==> config.mk <==
export PLATFORM = sky130hd
export DESIGN_NAME = instrDecoder
export DESIGN_NICKNAME = d
export VERILOG_FILES = /design/src/common/decodePkg.sv /design/src/design/branchDecode.sv /design/src/design/aluDecode.sv /design/src/memory/memDecode.sv /design/src/design/constExtract.sv /design/src/design/decodeRegister.sv /design/src/design/instrDecoder.sv
export SDC_FILE = /design/constraint.sdc
export NUM_CORES = 1
export LEC_CHECK = 0
export BUFFER_PORTS_ARGS = -buffer_cell sky130_fd_sc_hd__buf_2
export CAP_MARGIN = 30
export CORE_MARGIN = 8
export CORE_UTILIZATION = 40
export CTS_CLUSTER_SIZE = 8
export DETAILED_ROUTE_END_ITERATION = 7
export PLACE_DENSITY = 0.69
export SYNTH_ARGS = -nofsm -noshare
export SYNTH_HDL_FRONTEND = slang
export SYNTH_SLANG_ARGS = --single-unit
==> constraint.sdc <==
create_clock -name clk -period 3.8 [get_ports clk]
set_input_delay 0.38 -clock clk [delete_from_list [all_inputs] [get_ports clk]]
set_output_delay 0.38 -clock clk [all_outputs]
set_load 0.05 [all_outputs]
==> src/common/decodePkg.sv <==
// Self-contained encoding for the 40-bit steered instruction
// Opcode values here are local to this decoder and not a full ISA
// FP unit instructions decode to the unit number only
package decodePkg;

	// ==============================
	// Field positions and widths
	// ==============================
	localparam int RdLsb = 0;
	localparam int OpLsb = 6;
	localparam int Rs1Lsb = 10;
	localparam int Rs2Lsb = 16;
	localparam int Rs3Lsb = 22;
	localparam int Funct5Lsb = 22;
	localparam int StoreBit = 34;
	localparam int IrqBit = 39;
	localparam int InstrW = 40;
	localparam int ConstW = 64;
	localparam int RegW = 6;

	// Functional unit numbers
	localparam logic [2:0] UnitB = 3'd1;
	localparam logic [2:0] UnitI = 3'd2;
	localparam logic [2:0] UnitF = 3'd3;
	localparam logic [2:0] UnitM = 3'd4;

	// Branch unit opcodes
	localparam logic [3:0] OpBcc = 4'd0;
	localparam logic [3:0] OpBbc = 4'd1;
	localparam logic [3:0] OpBrcc = 4'd2;
	localparam logic [3:0] OpJmp = 4'd3;
	localparam logic [3:0] OpBeqi = 4'd4;
	localparam logic [3:0] OpJal = 4'd5;
	localparam logic [3:0] OpChk = 4'd6;
	localparam logic [3:0] OpChki = 4'd7;
	localparam logic [3:0] OpCall = 4'd8;
	localparam logic [3:0] OpRet = 4'd9;
	localparam logic [3:0] OpBrk = 4'd10;
	localparam logic [3:0] OpBmisc = 4'd11;

	// Functions under BMISC
	localparam logic [4:0] FnSei = 5'd1;
	localparam logic [4:0] FnWait = 5'd2;
	localparam logic [4:0] FnRti = 5'd3;
	localparam logic [4:0] FnSync = 5'd4;
	localparam logic [4:0] FnRex = 5'd5;

	// Integer opcodes, {bits 34:33, op}
	localparam logic [5:0] AOpR1 = 6'd1;
	localparam logic [5:0] AOpR3 = 6'd2;
	localparam logic [5:0] AOpMuli = 6'd3;
	localparam logic [5:0] AOpDivi = 6'd4;
	localparam logic [5:0] AOpModi = 6'd5;
	localparam logic [5:0] AOpCsr = 6'd6;

	localparam logic [4:0] FnMul = 5'd1;
	localparam logic [4:0] FnDiv = 5'd2;
	localparam logic [4:0] FnMod = 5'd3;

	// Memory opcodes, bit 5 is the store bit
	localparam logic [5:0] MOpLdb = 6'd0;
	localparam logic [5:0] MOpLdw = 6'd1;
	localparam logic [5:0] MOpLdt = 6'd2;
	localparam logic [5:0] MOpLdp = 6'd3;
	localparam logic [5:0] MOpLdo = 6'd4;
	localparam logic [5:0] MOpLdd = 6'd5;
	localparam logic [5:0] MOpLea = 6'd6;
	localparam logic [5:0] MOpPop = 6'd7;
	localparam logic [5:0] MOpMlx = 6'd8;
	localparam logic [5:0] MOpStb = 6'd32;
	localparam logic [5:0] MOpStw = 6'd33;
	localparam logic [5:0] MOpStt = 6'd34;
	localparam logic [5:0] MOpStp = 6'd35;
	localparam logic [5:0] MOpSto = 6'd36;
	localparam logic [5:0] MOpStd = 6'd37;
	localparam logic [5:0] MOpPush = 6'd38;
	localparam logic [5:0] MOpPushc = 6'd39;
	localparam logic [5:0] MOpMsx = 6'd40;

	// Indexed funct5 that means LEA under MLX
	localparam logic [4:0] NdxLea = 5'd6;

	// Access sizes
	localparam logic [2:0] SzByte = 3'd0;
	localparam logic [2:0] SzWyde = 3'd1;
	localparam logic [2:0] SzTetra = 3'd2;
	localparam logic [2:0] SzPenta = 3'd3;
	localparam logic [2:0] SzOcta = 3'd4;
	localparam logic [2:0] SzDeci = 3'd5;
	localparam logic [2:0] SzDefaultAlu = 3'd3;

	localparam logic [RegW-1:0] CallLinkReg = 6'd61;

	// ==============================
	// Instruction views
	// ==============================
	typedef struct packed {
		logic [17:0] upper;
		logic [5:0] offLo;
		logic [5:0] rs1;
		logic [3:0] op;
		logic [5:0] rd;
	} loadView_t;

	typedef struct packed {
		logic [17:0] upper;
		logic [5:0] rs2;
		logic [5:0] rs1;
		logic [3:0] op;
		logic [5:0] rsData;
	} storeView_t;

	typedef union packed {
		loadView_t loadView;
		storeView_t storeView;
	} instrWord_t;

	// Extended 6-bit opcode used by the integer and memory units
	function automatic logic [5:0] extOpcode(instrWord_t ins);
		return {ins[StoreBit -: 2], ins[OpLsb +: 4]};
	endfunction

	// ==============================
	// Per-unit results and record
	// ==============================
	typedef struct packed {
		logic br;
		logic brcc;
		logic jmp;
		logic jal;
		logic call;
		logic ret;
		logic brk;
		logic irq;
		logic rti;
		logic sei;
		logic waitOp;
		logic rex;
		logic chk;
		logic chki;
		logic sync;
		logic bt;
		logic rdValid;
		logic hasConst;
		logic canEx;
	} branchInfo_t;

	typedef struct packed {
		logic hasConst;
		logic canEx;
		logic alu0;
		logic [2:0] opSize;
	} aluInfo_t;

	typedef struct packed {
		logic load;
		logic store;
		logic push;
		logic pushc;
		logic pop;
		logic lea;
		logic ndx;
		logic mem2;
		logic [2:0] memSize;
		logic hasConst;
		logic canEx;
		logic rdValid;
		logic rd2Valid;
		logic wrRf;
	} memInfo_t;

	typedef struct packed {
		logic [2:0] unit;
		logic [ConstW-1:0] constant;
		logic [RegW-1:0] rs1;
		logic [RegW-1:0] rs2;
		logic [RegW-1:0] rs3;
		logic [RegW-1:0] rd;
		logic [RegW-1:0] rd2;
		logic hasConst;
		logic canEx;
		logic rfw;
		logic br;
		logic brcc;
		logic jmp;
		logic jal;
		logic call;
		logic ret;
		logic brk;
		logic irq;
		logic rti;
		logic sei;
		logic waitOp;
		logic rex;
		logic chk;
		logic sync;
		logic bt;
		logic alu;
		logic alu0;
		logic [2:0] opSize;
		logic load;
		logic store;
		logic preload;
		logic push;
		logic pushc;
		logic pop;
		logic lea;
		logic ndx;
		logic mem2;
		logic [2:0] memSize;
	} decodeRec_t;

endpackage

==> src/design/branchDecode.sv <==
// Branch unit flags, all zero when the unit is not the branch unit
// Conditional branch covers Bcc, BBc, BEQI and both checks but not BRcc
module branchDecode
(
	input  logic [2:0]               unit,
	input  decodePkg::instrWord_t    instr,
	output decodePkg::branchInfo_t   bInfo
);

	logic [3:0] op;
	logic [4:0] funct;

	assign op = instr.loadView.op;
	assign funct = instr[decodePkg::Funct5Lsb +: 5];

	always_comb
	begin
		bInfo = '0;
		if (unit == decodePkg::UnitB)
		begin
			case (op)
				decodePkg::OpBcc, decodePkg::OpBbc, decodePkg::OpBeqi:
					bInfo.br = 1'b1;
				decodePkg::OpBrcc:
					bInfo.brcc = 1'b1;
				decodePkg::OpJmp:
					bInfo.jmp = 1'b1;
				decodePkg::OpJal:
				begin
					bInfo.jal = 1'b1;
					bInfo.rdValid = 1'b1;
					bInfo.hasConst = 1'b1;
					bInfo.bt = 1'b1;
				end
				decodePkg::OpChk, decodePkg::OpChki:
				begin
					bInfo.br = 1'b1;
					bInfo.chk = 1'b1;
					bInfo.canEx = 1'b1;
					// Immediate form carries its bound in the constant
					bInfo.chki = op == decodePkg::OpChki;
					bInfo.hasConst = op == decodePkg::OpChki;
				end
				decodePkg::OpCall:
					bInfo.call = 1'b1;
				decodePkg::OpRet:
				begin
					bInfo.ret = 1'b1;
					bInfo.rdValid = 1'b1;
					bInfo.bt = 1'b1;
				end
				decodePkg::OpBrk:
				begin
					bInfo.brk = 1'b1;
					bInfo.irq = instr[decodePkg::IrqBit];
					bInfo.sync = 1'b1;
					bInfo.bt = 1'b1;
					bInfo.canEx = 1'b1;
				end
				decodePkg::OpBmisc:
				begin
					bInfo.sei = funct == decodePkg::FnSei;
					bInfo.rdValid = funct == decodePkg::FnSei;
					bInfo.waitOp = funct == decodePkg::FnWait;
					bInfo.rex = funct == decodePkg::FnRex;
					bInfo.rti = funct == decodePkg::FnRti;
					// RTI also redirects the target and serializes
					bInfo.bt = funct == decodePkg::FnRti;
					bInfo.sync = funct == decodePkg::FnSync || funct == decodePkg::FnRti;
				end
				default:
					bInfo = '0;
			endcase
		end
	end

endmodule

==> src/design/aluDecode.sv <==
// Integer unit decode, all zero when the unit is not the integer unit
// Only R3 carries an explicit operand size, the rest use the default word
module aluDecode
(
	input  logic [2:0]              unit,
	input  decodePkg::instrWord_t   instr,
	output decodePkg::aluInfo_t     aInfo
);

	logic [5:0] opc;
	logic [4:0] funct;
	logic mulDivMod;

	assign opc = decodePkg::extOpcode(instr);
	assign funct = instr[decodePkg::Funct5Lsb +: 5];
	assign mulDivMod = funct == decodePkg::FnMul || funct == decodePkg::FnDiv
		|| funct == decodePkg::FnMod;

	always_comb
	begin
		aInfo = '0;
		if (unit == decodePkg::UnitI)
		begin
			aInfo.hasConst = !(opc == decodePkg::AOpR1 || opc == decodePkg::AOpR3);
			// CSR access is only wired to ALU 0
			aInfo.alu0 = opc == decodePkg::AOpCsr;
			aInfo.opSize = decodePkg::SzDefaultAlu;
			case (opc)
				decodePkg::AOpMuli, decodePkg::AOpDivi, decodePkg::AOpModi:
					aInfo.canEx = 1'b1;
				decodePkg::AOpR3:
				begin
					aInfo.canEx = mulDivMod;
					aInfo.opSize = instr[30:28];
				end
				default:
					aInfo.canEx = 1'b0;
			endcase
		end
	end

endmodule

==> src/memory/memDecode.sv <==
// Memory unit classification, all zero when the unit is not the memory unit
// Indexed forms take their access size from funct5, unknown values give deci
// Every memory op may fault, so canEx is always set for this unit
module memDecode
(
	input  logic [2:0]              unit,
	input  decodePkg::instrWord_t   instr,
	output decodePkg::memInfo_t     mInfo
);

	logic [5:0] opc;
	logic [4:0] funct;
	logic isMlx;
	logic isMsx;
	logic [1:0] scale;
	logic [1:0] dataLo;
	logic [2:0] ndxSize;

	assign opc = decodePkg::extOpcode(instr);
	assign funct = instr[decodePkg::Funct5Lsb +: 5];
	assign isMlx = opc == decodePkg::MOpMlx;
	assign isMsx = opc == decodePkg::MOpMsx;

	// Scale sits at bits 17:16 in both layouts
	assign scale = instr.loadView.offLo[1:0];
	assign dataLo = instr.storeView.rsData[1:0];

	// Indexed size from funct5
	always_comb
	begin
		case (funct)
			5'd0: ndxSize = decodePkg::SzByte;
			5'd1: ndxSize = decodePkg::SzWyde;
			5'd2: ndxSize = decodePkg::SzTetra;
			5'd3: ndxSize = decodePkg::SzPenta;
			5'd4: ndxSize = decodePkg::SzOcta;
			default: ndxSize = decodePkg::SzDeci;
		endcase
	end

	always_comb
	begin
		mInfo = '0;
		if (unit == decodePkg::UnitM)
		begin
			mInfo.canEx = 1'b1;
			mInfo.store = instr[decodePkg::StoreBit];
			mInfo.load = !instr[decodePkg::StoreBit] && opc != decodePkg::MOpPushc;
			mInfo.pushc = opc == decodePkg::MOpPushc;
			mInfo.push = opc == decodePkg::MOpPush || mInfo.pushc;
			mInfo.pop = opc == decodePkg::MOpPop;
			mInfo.ndx = isMlx || isMsx;
			mInfo.lea = opc == decodePkg::MOpLea || (isMlx && funct == decodePkg::NdxLea);
			mInfo.hasConst = !(mInfo.ndx || opc == decodePkg::MOpPush || mInfo.pop);
			// Nonzero scale means the index register is updated
			mInfo.rd2Valid = mInfo.pop || (mInfo.ndx && scale != 2'd0);
			mInfo.mem2 = opc == decodePkg::MOpLea || mInfo.pop || mInfo.push
				|| (mInfo.ndx && (scale == 2'd1 || scale == 2'd2));
			mInfo.rdValid = mInfo.load || mInfo.push;
			mInfo.wrRf = mInfo.load || mInfo.push || (isMsx && dataLo != 2'd0);

			case (opc)
				decodePkg::MOpLdb, decodePkg::MOpStb:
					mInfo.memSize = decodePkg::SzByte;
				decodePkg::MOpLdw, decodePkg::MOpStw:
					mInfo.memSize = decodePkg::SzWyde;
				decodePkg::MOpLdt, decodePkg::MOpStt:
					mInfo.memSize = decodePkg::SzTetra;
				decodePkg::MOpLdp, decodePkg::MOpStp:
					mInfo.memSize = decodePkg::SzPenta;
				decodePkg::MOpLdo, decodePkg::MOpSto:
					mInfo.memSize = decodePkg::SzOcta;
				decodePkg::MOpMlx, decodePkg::MOpMsx:
					mInfo.memSize = ndxSize;
				decodePkg::MOpLdd, decodePkg::MOpStd, decodePkg::MOpLea, decodePkg::MOpPop,
				decodePkg::MOpPush, decodePkg::MOpPushc:
					mInfo.memSize = decodePkg::SzDeci;
				default:
					mInfo.memSize = decodePkg::SzDeci;
			endcase
		end
	end

endmodule

==> src/design/constExtract.sv <==
// Immediate selection by format, always sign-extended from bit 39
// Short forms skip bits 34:33, which hold the extended opcode
module constExtract
(
	input  logic [2:0]                    unit,
	input  decodePkg::instrWord_t         instr,
	input  logic                          pushc,
	input  logic                          chki,
	output logic [decodePkg::ConstW-1:0]  constant
);

	localparam int ImmW = 24;

	logic [ImmW-1:0] imm;
	logic signBit;
	logic isJal;
	logic isMemStore;

	assign signBit = instr[decodePkg::InstrW-1];
	assign isJal = unit == decodePkg::UnitB && instr.loadView.op == decodePkg::OpJal;
	assign isMemStore = unit == decodePkg::UnitM && instr[decodePkg::StoreBit];

	always_comb
	begin
		if (pushc || isJal)
			// Bits 39:16
			imm = {instr.loadView.upper, instr.loadView.offLo};
		else if (chki)
			// Bits 39:22 then 5:0
			imm = {instr.storeView.upper, instr.storeView.rsData};
		else if (isMemStore)
			imm = {{2{signBit}}, instr.storeView.upper[17:13], instr.storeView.upper[10:0],
				instr.storeView.rsData};
		else
			imm = {{2{signBit}}, instr.loadView.upper[17:13], instr.loadView.upper[10:0],
				instr.loadView.offLo};
	end

	assign constant = {{(decodePkg::ConstW-ImmW){imm[ImmW-1]}}, imm};

endmodule

==> src/design/decodeRegister.sv <==
// Merges per-unit results and registers the decode record
// The record only updates on a valid instruction, otherwise it holds
// rfw is suppressed when both rename targets are zero
module decodeRegister
(
	input  logic                          clk,
	input  logic                          rst,
	input  logic                          instrValid,
	input  logic [2:0]                    unit,
	input  decodePkg::instrWord_t         instr,
	input  logic [5:0]                    rt,
	input  logic [5:0]                    rd2Target,
	input  decodePkg::branchInfo_t        bInfo,
	input  decodePkg::aluInfo_t           aInfo,
	input  decodePkg::memInfo_t           mInfo,
	input  logic [decodePkg::ConstW-1:0]  constant,
	output logic                          decValid,
	output decodePkg::decodeRec_t         dec
);

	decodePkg::decodeRec_t nextRec;
	logic knownUnit;
	logic noTarget;
	logic unitWrites;
	logic [decodePkg::RegW-1:0] rdField;
	logic [decodePkg::RegW-1:0] rs1Field;

	assign noTarget = rt == 6'd0 && rd2Target == 6'd0;
	assign rdField = instr[decodePkg::RdLsb +: decodePkg::RegW];
	assign rs1Field = instr[decodePkg::Rs1Lsb +: decodePkg::RegW];

	// FP unit and unknown units carry the unit number only
	always_comb
	begin
		case (unit)
			decodePkg::UnitB, decodePkg::UnitI, decodePkg::UnitM:
				knownUnit = 1'b1;
			decodePkg::UnitF:
				knownUnit = 1'b0;
			default:
				knownUnit = 1'b0;
		endcase
	end

	// Register file write rule per unit
	always_comb
	begin
		case (unit)
			decodePkg::UnitB: unitWrites = bInfo.jal || bInfo.call || bInfo.ret || bInfo.sei;
			decodePkg::UnitI: unitWrites = 1'b1;
			decodePkg::UnitM: unitWrites = mInfo.wrRf;
			default: unitWrites = 1'b0;
		endcase
	end

	// ==============================
	// Record assembly
	// ==============================
	always_comb
	begin
		nextRec = '0;
		nextRec.unit = unit;
		if (knownUnit)
		begin
			nextRec.constant = constant;
			nextRec.rs1 = rs1Field;
			nextRec.rs2 = instr[decodePkg::Rs2Lsb +: decodePkg::RegW];
			nextRec.rs3 = instr[decodePkg::Rs3Lsb +: decodePkg::RegW];
			if (bInfo.call)
				nextRec.rd = decodePkg::CallLinkReg;
			else if (bInfo.rdValid || unit == decodePkg::UnitI || mInfo.rdValid)
				nextRec.rd = rdField;
			nextRec.rd2 = mInfo.rd2Valid ? rs1Field : '0;
			nextRec.hasConst = bInfo.hasConst || aInfo.hasConst || mInfo.hasConst;
			nextRec.canEx = bInfo.canEx || aInfo.canEx || mInfo.canEx;
			nextRec.rfw = unitWrites && !noTarget;

			nextRec.br = bInfo.br;
			nextRec.brcc = bInfo.brcc;
			nextRec.jmp = bInfo.jmp;
			nextRec.jal = bInfo.jal;
			nextRec.call = bInfo.call;
			nextRec.ret = bInfo.ret;
			nextRec.brk = bInfo.brk;
			nextRec.irq = bInfo.irq;
			nextRec.rti = bInfo.rti;
			nextRec.sei = bInfo.sei;
			nextRec.waitOp = bInfo.waitOp;
			nextRec.rex = bInfo.rex;
			nextRec.chk = bInfo.chk;
			nextRec.sync = bInfo.sync;
			nextRec.bt = bInfo.bt;

			nextRec.alu = unit == decodePkg::UnitI;
			nextRec.alu0 = aInfo.alu0;
			nextRec.opSize = aInfo.opSize;

			nextRec.load = mInfo.load;
			nextRec.store = mInfo.store;
			// Load with nothing to rename only warms the cache
			nextRec.preload = mInfo.load && noTarget;
			nextRec.push = mInfo.push;
			nextRec.pushc = mInfo.pushc;
			nextRec.pop = mInfo.pop;
			nextRec.lea = mInfo.lea;
			nextRec.ndx = mInfo.ndx;
			nextRec.mem2 = mInfo.mem2;
			nextRec.memSize = mInfo.memSize;
		end
	end

	// ==============================
	// Decode register
	// ==============================
	always_ff @(posedge clk)
	begin
		if (rst)
		begin
			decValid <= 1'b0;
			dec <= '0;
		end
		else
		begin
			decValid <= instrValid;
			if (instrValid)
				dec <= nextRec;
		end
	end

endmodule

==> src/design/instrDecoder.sv <==
// Decode stage top, one record per valid instruction, one cycle later
// No back-pressure, instructions arrive already steered to a unit
module instrDecoder
(
	input  logic                    clk,
	input  logic                    rst,
	input  logic [2:0]              unit,
	input  decodePkg::instrWord_t   instr,
	input  logic                    instrValid,
	input  logic [5:0]              rt,
	input  logic [5:0]              rd2Target,
	output logic                    decValid,
	output decodePkg::decodeRec_t   dec
);

	decodePkg::branchInfo_t bInfo;
	decodePkg::aluInfo_t aInfo;
	decodePkg::memInfo_t mInfo;
	logic [decodePkg::ConstW-1:0] constant;

	// Per-unit combinational decoders
	branchDecode branchDecode_i (
		.unit(unit),
		.instr(instr),
		.bInfo(bInfo)
	);

	aluDecode aluDecode_i (
		.unit(unit),
		.instr(instr),
		.aInfo(aInfo)
	);

	memDecode memDecode_i (
		.unit(unit),
		.instr(instr),
		.mInfo(mInfo)
	);

	constExtract constExtract_i (
		.unit(unit),
		.instr(instr),
		.pushc(mInfo.pushc),
		.chki(bInfo.chki),
		.constant(constant)
	);

	decodeRegister decodeRegister_i (
		.clk(clk),
		.rst(rst),
		.instrValid(instrValid),
		.unit(unit),
		.instr(instr),
		.rt(rt),
		.rd2Target(rd2Target),
		.bInfo(bInfo),
		.aInfo(aInfo),
		.mInfo(mInfo),
		.constant(constant),
		.decValid(decValid),
		.dec(dec)
	);

endmodule

**After elaboration in Yosys (flattened, before gate mapping)**

Cells that the tools add are included.

- Flip-flop bits (word level): 133
- Bits of input ports: 58
- Output and inout port bits: 133
- Word-level logic and storage cells: 168

- Equal/unequal tests: 39
- Mux-type cells: 30
- Reductions and logical operators: 60

Operator list:

| cell | number |
|---|---|
| 129-bit 2-to-1 mux | 1 |
| 6-bit == test, second input constant | 8 |
| 23-bit 2-to-1 mux | 2 |
| 6-bit 2-to-1 mux | 5 |
| 1-bit logical OR | 26 |
| 6-bit by 3-bit == test with 1-bit output, second input constant | 4 |
| 19-bit 2-to-1 mux | 1 |
| 6-bit logical NOT | 3 |
| 3-bit case mux with 6 select lines | 1 |
| 4-bit by 3-bit == test with 1-bit output, second input constant | 4 |
| 4-bit == test, second input constant | 4 |
| 16-bit 2-to-1 mux | 1 |
| 2-bit OR reduction | 8 |
| 5-bit by 3-bit == test with 1-bit output, second input constant | 3 |
| 3-bit case mux with 5 select lines | 1 |
| 6-bit by 2-bit == test with 1-bit output, second input constant | 2 |
| 3-bit OR reduction | 4 |
| 5-bit by 2-bit == test with 1-bit output, second input constant | 2 |
| 1-bit logical AND | 10 |
| 1-bit case mux with 2 select lines | 5 |
| 4-bit by 2-bit == test with 1-bit output, second input constant | 2 |
| 1-bit 2-to-1 mux | 8 |
| 6-bit by 1-bit == test with 1-bit output, second input constant | 1 |
| 6-bit by 4-bit == test with 1-bit output, second input constant | 1 |
| 17 further kinds | 22 |

**Longest topological paths before layout**

Gate-level depths: netlist (run 1).

- Depth in word-level cells: 10
- Depth in mapped cells: 7
- Mapped depth without buffers: 5

**By module**

From an unflattened synthesis (run 1), not the netlist that was laid out.

- Cell total of the unflattened synthesis: 528
- Area total of the unflattened synthesis: 5675.4 um^2

Modules (own cells, without submodules):

| module | times used | cells an instance | area an instance (um^2) | sequential area each (um^2) |
|---|---|---|---|---|
| decodeRegister | 1 | 334 | 4247.8 | 2662.6 |
| constExtract | 1 | 70 | 609.3 | 0.0 |
| branchDecode | 1 | 51 | 380.4 | 0.0 |
| memDecode | 1 | 53 | 306.5 | 0.0 |
| aluDecode | 1 | 20 | 131.4 | 0.0 |

**Least setup slack after synthesis (run 1)**

Ideal clock, no wire load.

- Path kind: register -> output
- From: reg decodeRegister_i.dec[127] (netlist name)
- To: out dec[100] (netlist name)
- Data arrival time: 1625 ps
- Required time: 3420 ps
- Path slack: 1795 ps
- Cell stages (with the launch flop): 2
- Path buffers: 1
- Cells stage by stage: dfxtp_1 -> buf_4

RTL lines:

| what | line | source |
|---|---|---|
| end, declared | instrDecoder.sv:13 | `output decodePkg::decodeRec_t dec` |

**Final worst setup path (run 1)**

- From: in unit[2]
- To: reg decodeRegister_i.dec[68] (netlist name)

- Cells in the longest elaborated chain, start to end: 6
- Elaborated cells between the ends (all ways): 14
- Those cells by class: eq/ne: 3; mux: 7; reduce/logical: 4

Ends and longest elaborated chain:

| what | line | source |
|---|---|---|
| start, declared | instrDecoder.sv:7 | `input logic [2:0] unit,` |
| 3-bit == test | memDecode.sv:44, constExtract.sv:21, decodeRegister.sv:35 |  |
| 1-bit logical AND | constExtract.sv:21 | `assign isMemStore = unit == decodePkg::UnitM && instr[decodePkg::StoreBit];` |
| 6-bit 2-to-1 mux | constExtract.sv:31 | `else if (isMemStore)` |
| 23-bit 2-to-1 mux | constExtract.sv:28 | `else if (chki)` |
| 23-bit 2-to-1 mux | constExtract.sv:25 | `if (pushc \|\| isJal)` |
| 129-bit 2-to-1 mux * | decodeRegister.sv:63 | `if (knownUnit)` |

Every way passes the cells marked *; elsewhere a longest branch is shown, timed or not.
A chain may end at the register's enable or synchronous reset.

==> summary.txt, run 1 <==
STA
  – Endpoints failing hold: 0
  – Max_slew headroom: between 30% and 40%
  – Setup Skew: 0 ns
  – Fin worst setup slack: 1.650 ns
  – Final setup TNS: 0 ns
  – Tightest Pin Transition: 0.9143 ns
  – Slew Limit Fails: 0
  – Max Freq: 0.4651 GHz
  – RSZ-0062 raised after global routing: false
  – Hold_ws: around 0.28 ns
  – Final Setup Violations: 0
  – Fin crit share: 56.58%
  – Min cycle time layout: 2.150 ns

Logic synthesis
  – Synthesized area: about 4300 sq um
  – Area leader, netlist: dfxtp_1
  – Netlist cell types: 63
  – Asr flop ratio synth: 0%
  – EDFF count, synth: 0
  – Most frequent cell after synthesis: dfxtp_1
  – Mapped Avg Cell Area: ~8.4 sq um
  – Net Count, Synth: 572
  – Seq/Total Area, Yosys: 40.47%
  – Yosys warnings: 0
  – Ys flop type: dfxtp_1
  – Share of the synthesized area in the top cell type: about two fifths
  – Synth cell count leaders: dfxtp_1 (87), a21oi_1 (53), nand2_1 (51)
  – Cells after synthesis: between 500 and 600
  – #FFs+latches synth: 87
  – Synth top area cells: dfxtp_1 (40%), buf_4 (8.2%), a21oi_1 (6.2%)

Worst setup path
  – Crit path required time: around 4.1 ns
  – Startpoint types: primary input
  – Max FO, Critical Path: 31
  – Setup Crit Path Kind: primary input to flop
  – Critical path arrival: 2.45 ns
  – R2R depth: 2
  – CP endpoint kind: flop

Detailed routing
  – Pre-Repair DR Iteration Count: 5
  – WL/cell: 18.15 um
  – Avg Vias per Cell: between 5 and 6
  – DRC: 0
  – Vias: 4239
  – 1st-iter DRT viols: between 300 and 400
  – Final ANT Viol Nets: 0
  – Overall routed net length: 14.12 mm

Placed design
  – Routability Congestion: 0.8188
  – DP Worst Slack: 1.324 ns
  – Buffers on Ports: 190
  – Dpl hpwl: between 10 and 15 mm

Die
  – Die area: 14340 sq um
  – Row cnt: 38
  – Die Ht: 119.7 um
  – Die W: 119.7 um
  – Starting Density: about two fifths
  – IO Count: about 190
  – Core area: 10650 sq um

GRT
  – First-pass GRT wire length: between 20 and 25 mm
  – Global-route track usage on met1: between 20% and 30%
  – Vias in the first global route: 4078
  – Met2 usage: 30.70%
  – Total GRT Usage: 18.63%
  – Total gr overflow: 0
  – Met3 usage: 6.012%
  – Antenna violations before repair: 0
  – Busiest layer in global routing: met2
  – Largest net degree at the start of global routing: 59

Clocking
  – Total CTS buffers: 9
  – Hold_buf cts: 0
  – CTS tree: done
  – Clk root buf: clkbuf_8
  – CTS sink count: 87
  – Clock Pin Slew Worst Setup and Hold Paths: around 0.080 ns
  – H-Tree Depth: 3
  – Latest clock arrival within the worst-skew pair: 0.35 ns
  – Post-CTS Setup Bufs: 0
  – PostCTS Resize Cnt: 0
  – Worst-case clock buffer depth: 2

Cells and area
  – Share of cells above drive strength 1: a little over a third
  – Final core utilization: 48.45%
  – Area delta synth->final: 19.88%
  – Final #Nets: around 690
  – Layout fillers: 1069
  – ANT cells: 0

Power and ir drop
  – Pwr Density: 370.3 nW/um^2
  – Max VDD drop: 0.1876 mV
  – P_leak: 2.328 nW

Min path
  – HP Class: primary input to flop
  – Hold Path Stages: 2

Status
  – Outcome: finished clean

Flow run
  – MaxCap Viol Count: 0
[state kept, by name (all words and copies together), names as in the netlist]
name / flops
decodeRegister_i.decValid: 1
decodeRegister_i.dec: 86
[power by group]
part | switching [W] | total (W) | internal, W
Clock | 0.000314 | 0.000579 | 0.000265
Sequential | 0.0000141 | 0.000946 | 0.000932
Combinational | 0.000287 | 0.000385 | 0.0000983
Total | 0.000615 | 0.00191 | 0.00130
[logic make-up (layout without fill, tap and decap cells)]
kind of cell | count (synthesis) | count (layout) | synth area share (%)
adders and majority gates | 1 | 1 | 0.2907
and+or+nand+nor | 188 | 188 | 22.38
muxes | 19 | 19 | 4.535
AOI/OAI and AO/OA | 122 | 122 | 19.10
xor gates and xnor gates | 3 | 3 | 0.6106
buffers and inverters | 93 | 218 | 12.62
DFF | 87 | 87 | 40.47
[path summary, 6_finish.rpt]
path / start / to / slack (ns)
max: unit[2] / decodeRegister_i.dec[68] / 1.65
min: instr[13] / decodeRegister_i.dec[38] / 0.28
max reg2reg: decodeRegister_i.dec[127] / decodeRegister_i.dec[127] / 2.55
min reg2reg: decodeRegister_i.dec[84] / decodeRegister_i.dec[84] / 0.45
[layout make-up]
class	instances	area (sq um)	area share, %
clock buffers	11	151.4	2.934
flip-flops and latches	87	1742	33.75
inverters	7	26.28	0.5092
clock inverters	3	20.02	0.3880
multi-input cells	333	2022	39.19
well taps	140	175.2	3.395
repair buffers	197	1023	19.84
[critical path, stage by stage]
cell,delay [ns]
buf_2,0.19
or3b_4,0.44
o21ai_2,0.07
buf_4,0.36
nand2_2,0.31
a211oi_2,0.46
a221o_1,0.23
[through the flow]
step	power (W)	std cells	area [sq um]
floorplan	0.001257	513	4304
global placement	0.001344	763	4961
detailed placement	0.001353	764	4989
CTS	0.001934	778	5160
global route	0.001997	778	5160
finish	0.001911	778	5160
[cell usage in the layout (no fill, tap or decap), types with 6 or more instances in the layout]
master    synthesis  final
a22oi_1           6      6
dfxtp_1          87     87
a32o_1            9      9
nor3_1            6      6
nand3_1          36     36
o21ai_0          13     13
buf_2             2    190
a21oi_1          53     53
buf_4            47      6
a221o_1          11     11
inv_1             7      7
nand2b_1         17     17
o21ai_1           7      7
mux2i_1          15     15
nor2_1           41     40
clkbuf_8          0     11
nand2_1          51     51
[metal layers]
layer	part of all wire (%)	wire, um
met3	10	1442
met1	41	5792
met2	47	6593
met5	0	0
met4	2.1	295
Note: power is estimated with default switching activity, not from simulation.
==> inputs of run 2 (changes only) <==
==> constraint.sdc (replaced) <==
create_clock -name clk -period 2 [get_ports clk]
set_input_delay 0.2 -clock clk [delete_from_list [all_inputs] [get_ports clk]]
set_output_delay 0.2 -clock clk [all_outputs]
set_load 0.05 [all_outputs]
==> summary.txt, run 2 (synthesis results as in run 1) <==
Die
  – Core area: 10650 sq um
  – Die area: 14340 sq um
  – Die W: roughly 120 um
  – Starting Density: 40.41%
  – IO Count: 191
  – Die Ht: 119.7 um
  – Row cnt: 38

Cells and area
  – Final core utilization: 49.67%
  – Final #Nets: 709
  – Biggest regs: decodeRegister_i.dec x86, decodeRegister_i.decValid x1
  – Share of cells above drive strength 1: 37.25%
  – Largest register by flop count: decodeRegister_i.dec
  – Layout fillers: 1059
  – Area delta synth->final: 22.91%
  – Area taken by multi-input logic gates: 2022 sq um
  – Most frequent cells in the layout: buf_2 (190), dfxtp_1 (87), a21oi_1 (53)
  – ANT cells: 0
  – Storage element area: 1742 sq um
  – Max FFs per register: 86
  – Commonest non-fill, non-tap cell in the layout: buf_2

Detailed routing
  – Overall routed net length: 14.38 mm
  – Vias: between 4k and 5k
  – Avg Vias per Cell: between 5 and 6
  – WL/cell: between 15 and 20 um
  – Final ANT Viol Nets: 0
  – 1st-iter DRT viols: 257
  – DRC: 0
  – Pre-Repair DR Iteration Count: 4

Worst setup path
  – R2R depth: 1
  – Crit-path cells: buf_4 -> buf_2
  – Critical path arrival: approximately 1.3 ns
  – Max incr delay on CP: 0.34 ns
  – Worst flop-to-flop path startpoint: decodeRegister_i.dec[65]
  – CP endpoint kind: primary output
  – Setup Crit Path Kind: flop to primary output
  – Critical R2R Capture: decodeRegister_i.dec[65]
  – Max FO, Critical Path: 41
  – Slowest CP cell: dfxtp_1
  – Crit path required time: 1.80 ns
  – R2r setup slk: 1.26 ns
  – Startpoint types: flop

STA
  – Tightest Pin Transition: 0.9173 ns
  – Setup Skew: 0 ns
  – Max Freq: between 0.6 and 0.7 GHz
  – Slew Limit Fails: 0
  – Fin crit share: between 70 and 80%
  – Final setup TNS: 0 ns
  – Final Setup Violations: 0
  – RSZ-0062 raised after global routing: false
  – Max_slew headroom: 38.78%
  – Endpoints failing hold: 0
  – Min cycle time layout: approximately 1.5 ns

Power and ir drop
  – Max VDD drop: 0.3954 mV
  – Combinational Power Share: about 20%
  – Clk pwr share: 32.8%
  – Switching Fraction: around 33%
  – Internal: 0.002551 W
  – Pwr Density: 716.6 nW/um^2
  – P_leak: 2.410 nW
  – Flop pwr share: 47.3%
  – Net Switching: between 0.001 and 0.0015 W

Placed design
  – Dpl hpwl: 10.97 mm
  – Buffers on Ports: 190
  – Routability Congestion: 0.8811

Clocking
  – CTS sink count: 87
  – Post-CTS Setup Bufs: 0
  – H-Tree Depth: 3
  – Hold_buf cts: 0
  – Clk root buf: clkbuf_8
  – Total CTS buffers: 9
  – PostCTS Resize Cnt: 0
  – CTS tree: done
  – Clock Pin Slew Worst Setup and Hold Paths: 0.09 ns
  – Latest clock arrival within the worst-skew pair: 0.36 ns
  – Worst-case clock buffer depth: 2

Status
  – Outcome: finished clean

Min path
  – Min-delay src: instr[14]
  – Worst hold endpoint: decodeRegister_i.dec[39]
  – Hold Path Stages: 2
  – HP Class: primary input to flop

GRT
  – Total gr overflow: 0
  – First-pass GRT wire length: ~22 mm
  – Antenna violations before repair: 0
  – Total GRT Usage: between 10% and 20%
  – Largest net degree at the start of global routing: 58
  – Vias in the first global route: around 4.2k

Flow run
  – MaxCap Viol Count: 0
## run 2: changes by cell type in the layout (fill, tap and decap cells not counted), sizes merged
cell	change
buf	+15
bufinv	+1
clkbuf	-2
clkinv	+2
inv	+1
## run 2: how the worst max path moves through the flow
stage / startpoint / to / slack, ns
finish: decodeRegister_i.dec[127] / dec[119] / 0.50
global placement: unit[2] / decodeRegister_i.dec[38] / 0.16
global route: decodeRegister_i.dec[127] / dec[96] / 0.40
floorplan: decodeRegister_i.dec[127] / dec[100] / 0.18
CTS: decodeRegister_i.dec[127] / dec[119] / 0.46
detailed placement: instr[26] / decodeRegister_i.dec[42] / 0.15
## run 2: through the flow
step | power (W) | instance area, sq um | setup slack [ns] | hold slack (ns) | instances
2_1_floorplan | 0.002389 | 4304 | 0.1751 | 0.3379 | 513
3_3_place_gp | 0.002581 | 5094 | 0.1615 | 0.4370 | 779
3_5_place_dp | 0.002589 | 5094 | 0.1451 | 0.4447 | 779
4_1_cts | 0.003823 | 5290 | 0.4623 | 0.07637 | 795
5_1_grt | 0.003949 | 5290 | 0.3955 | 0.07900 | 795
6_report | 0.003791 | 5290 | 0.4977 | 0.09014 | 795
## run 2: area by class of cell
type / count / share of cell area [%]
Timing Repair Buffer: 212 / 21.33
Sequential cell: 87 / 32.92
Inverter: 7 / 0.4967
Tap cell: 140 / 3.311
Multi-Input combinational cell: 333 / 38.22
Clock inverter: 7 / 1.372
Clock buffer: 9 / 2.342
## run 2: worst max-delay path, delay by kind of cell, from the launching register on
kind                   cells  cell delay (ns)
flip-flops                 1             0.34
buffers and inverters      2             0.60
## run 2: metal layers
metal  up-vias  global-route usage (%)  routed length, um
li1       2039                       -                  -
met1      2048                   22.49               5827
met2       204                   32.17               6810
met3        27                   6.435               1430
met4         0                   7.026                313
met5         -                       0                  0
## run 2: power by group through the flow
stage / clock [W] / sequential [W] / combinational [W]
after floorplan: 0 / 0.00198 / 0.000411
after global placement: 0 / 0.00183 / 0.000750
after detailed placement: 0 / 0.00183 / 0.000756
after CTS: 0.00127 / 0.00179 / 0.000757
after global routing: 0.00135 / 0.00180 / 0.000800
final: 0.00124 / 0.00179 / 0.000754
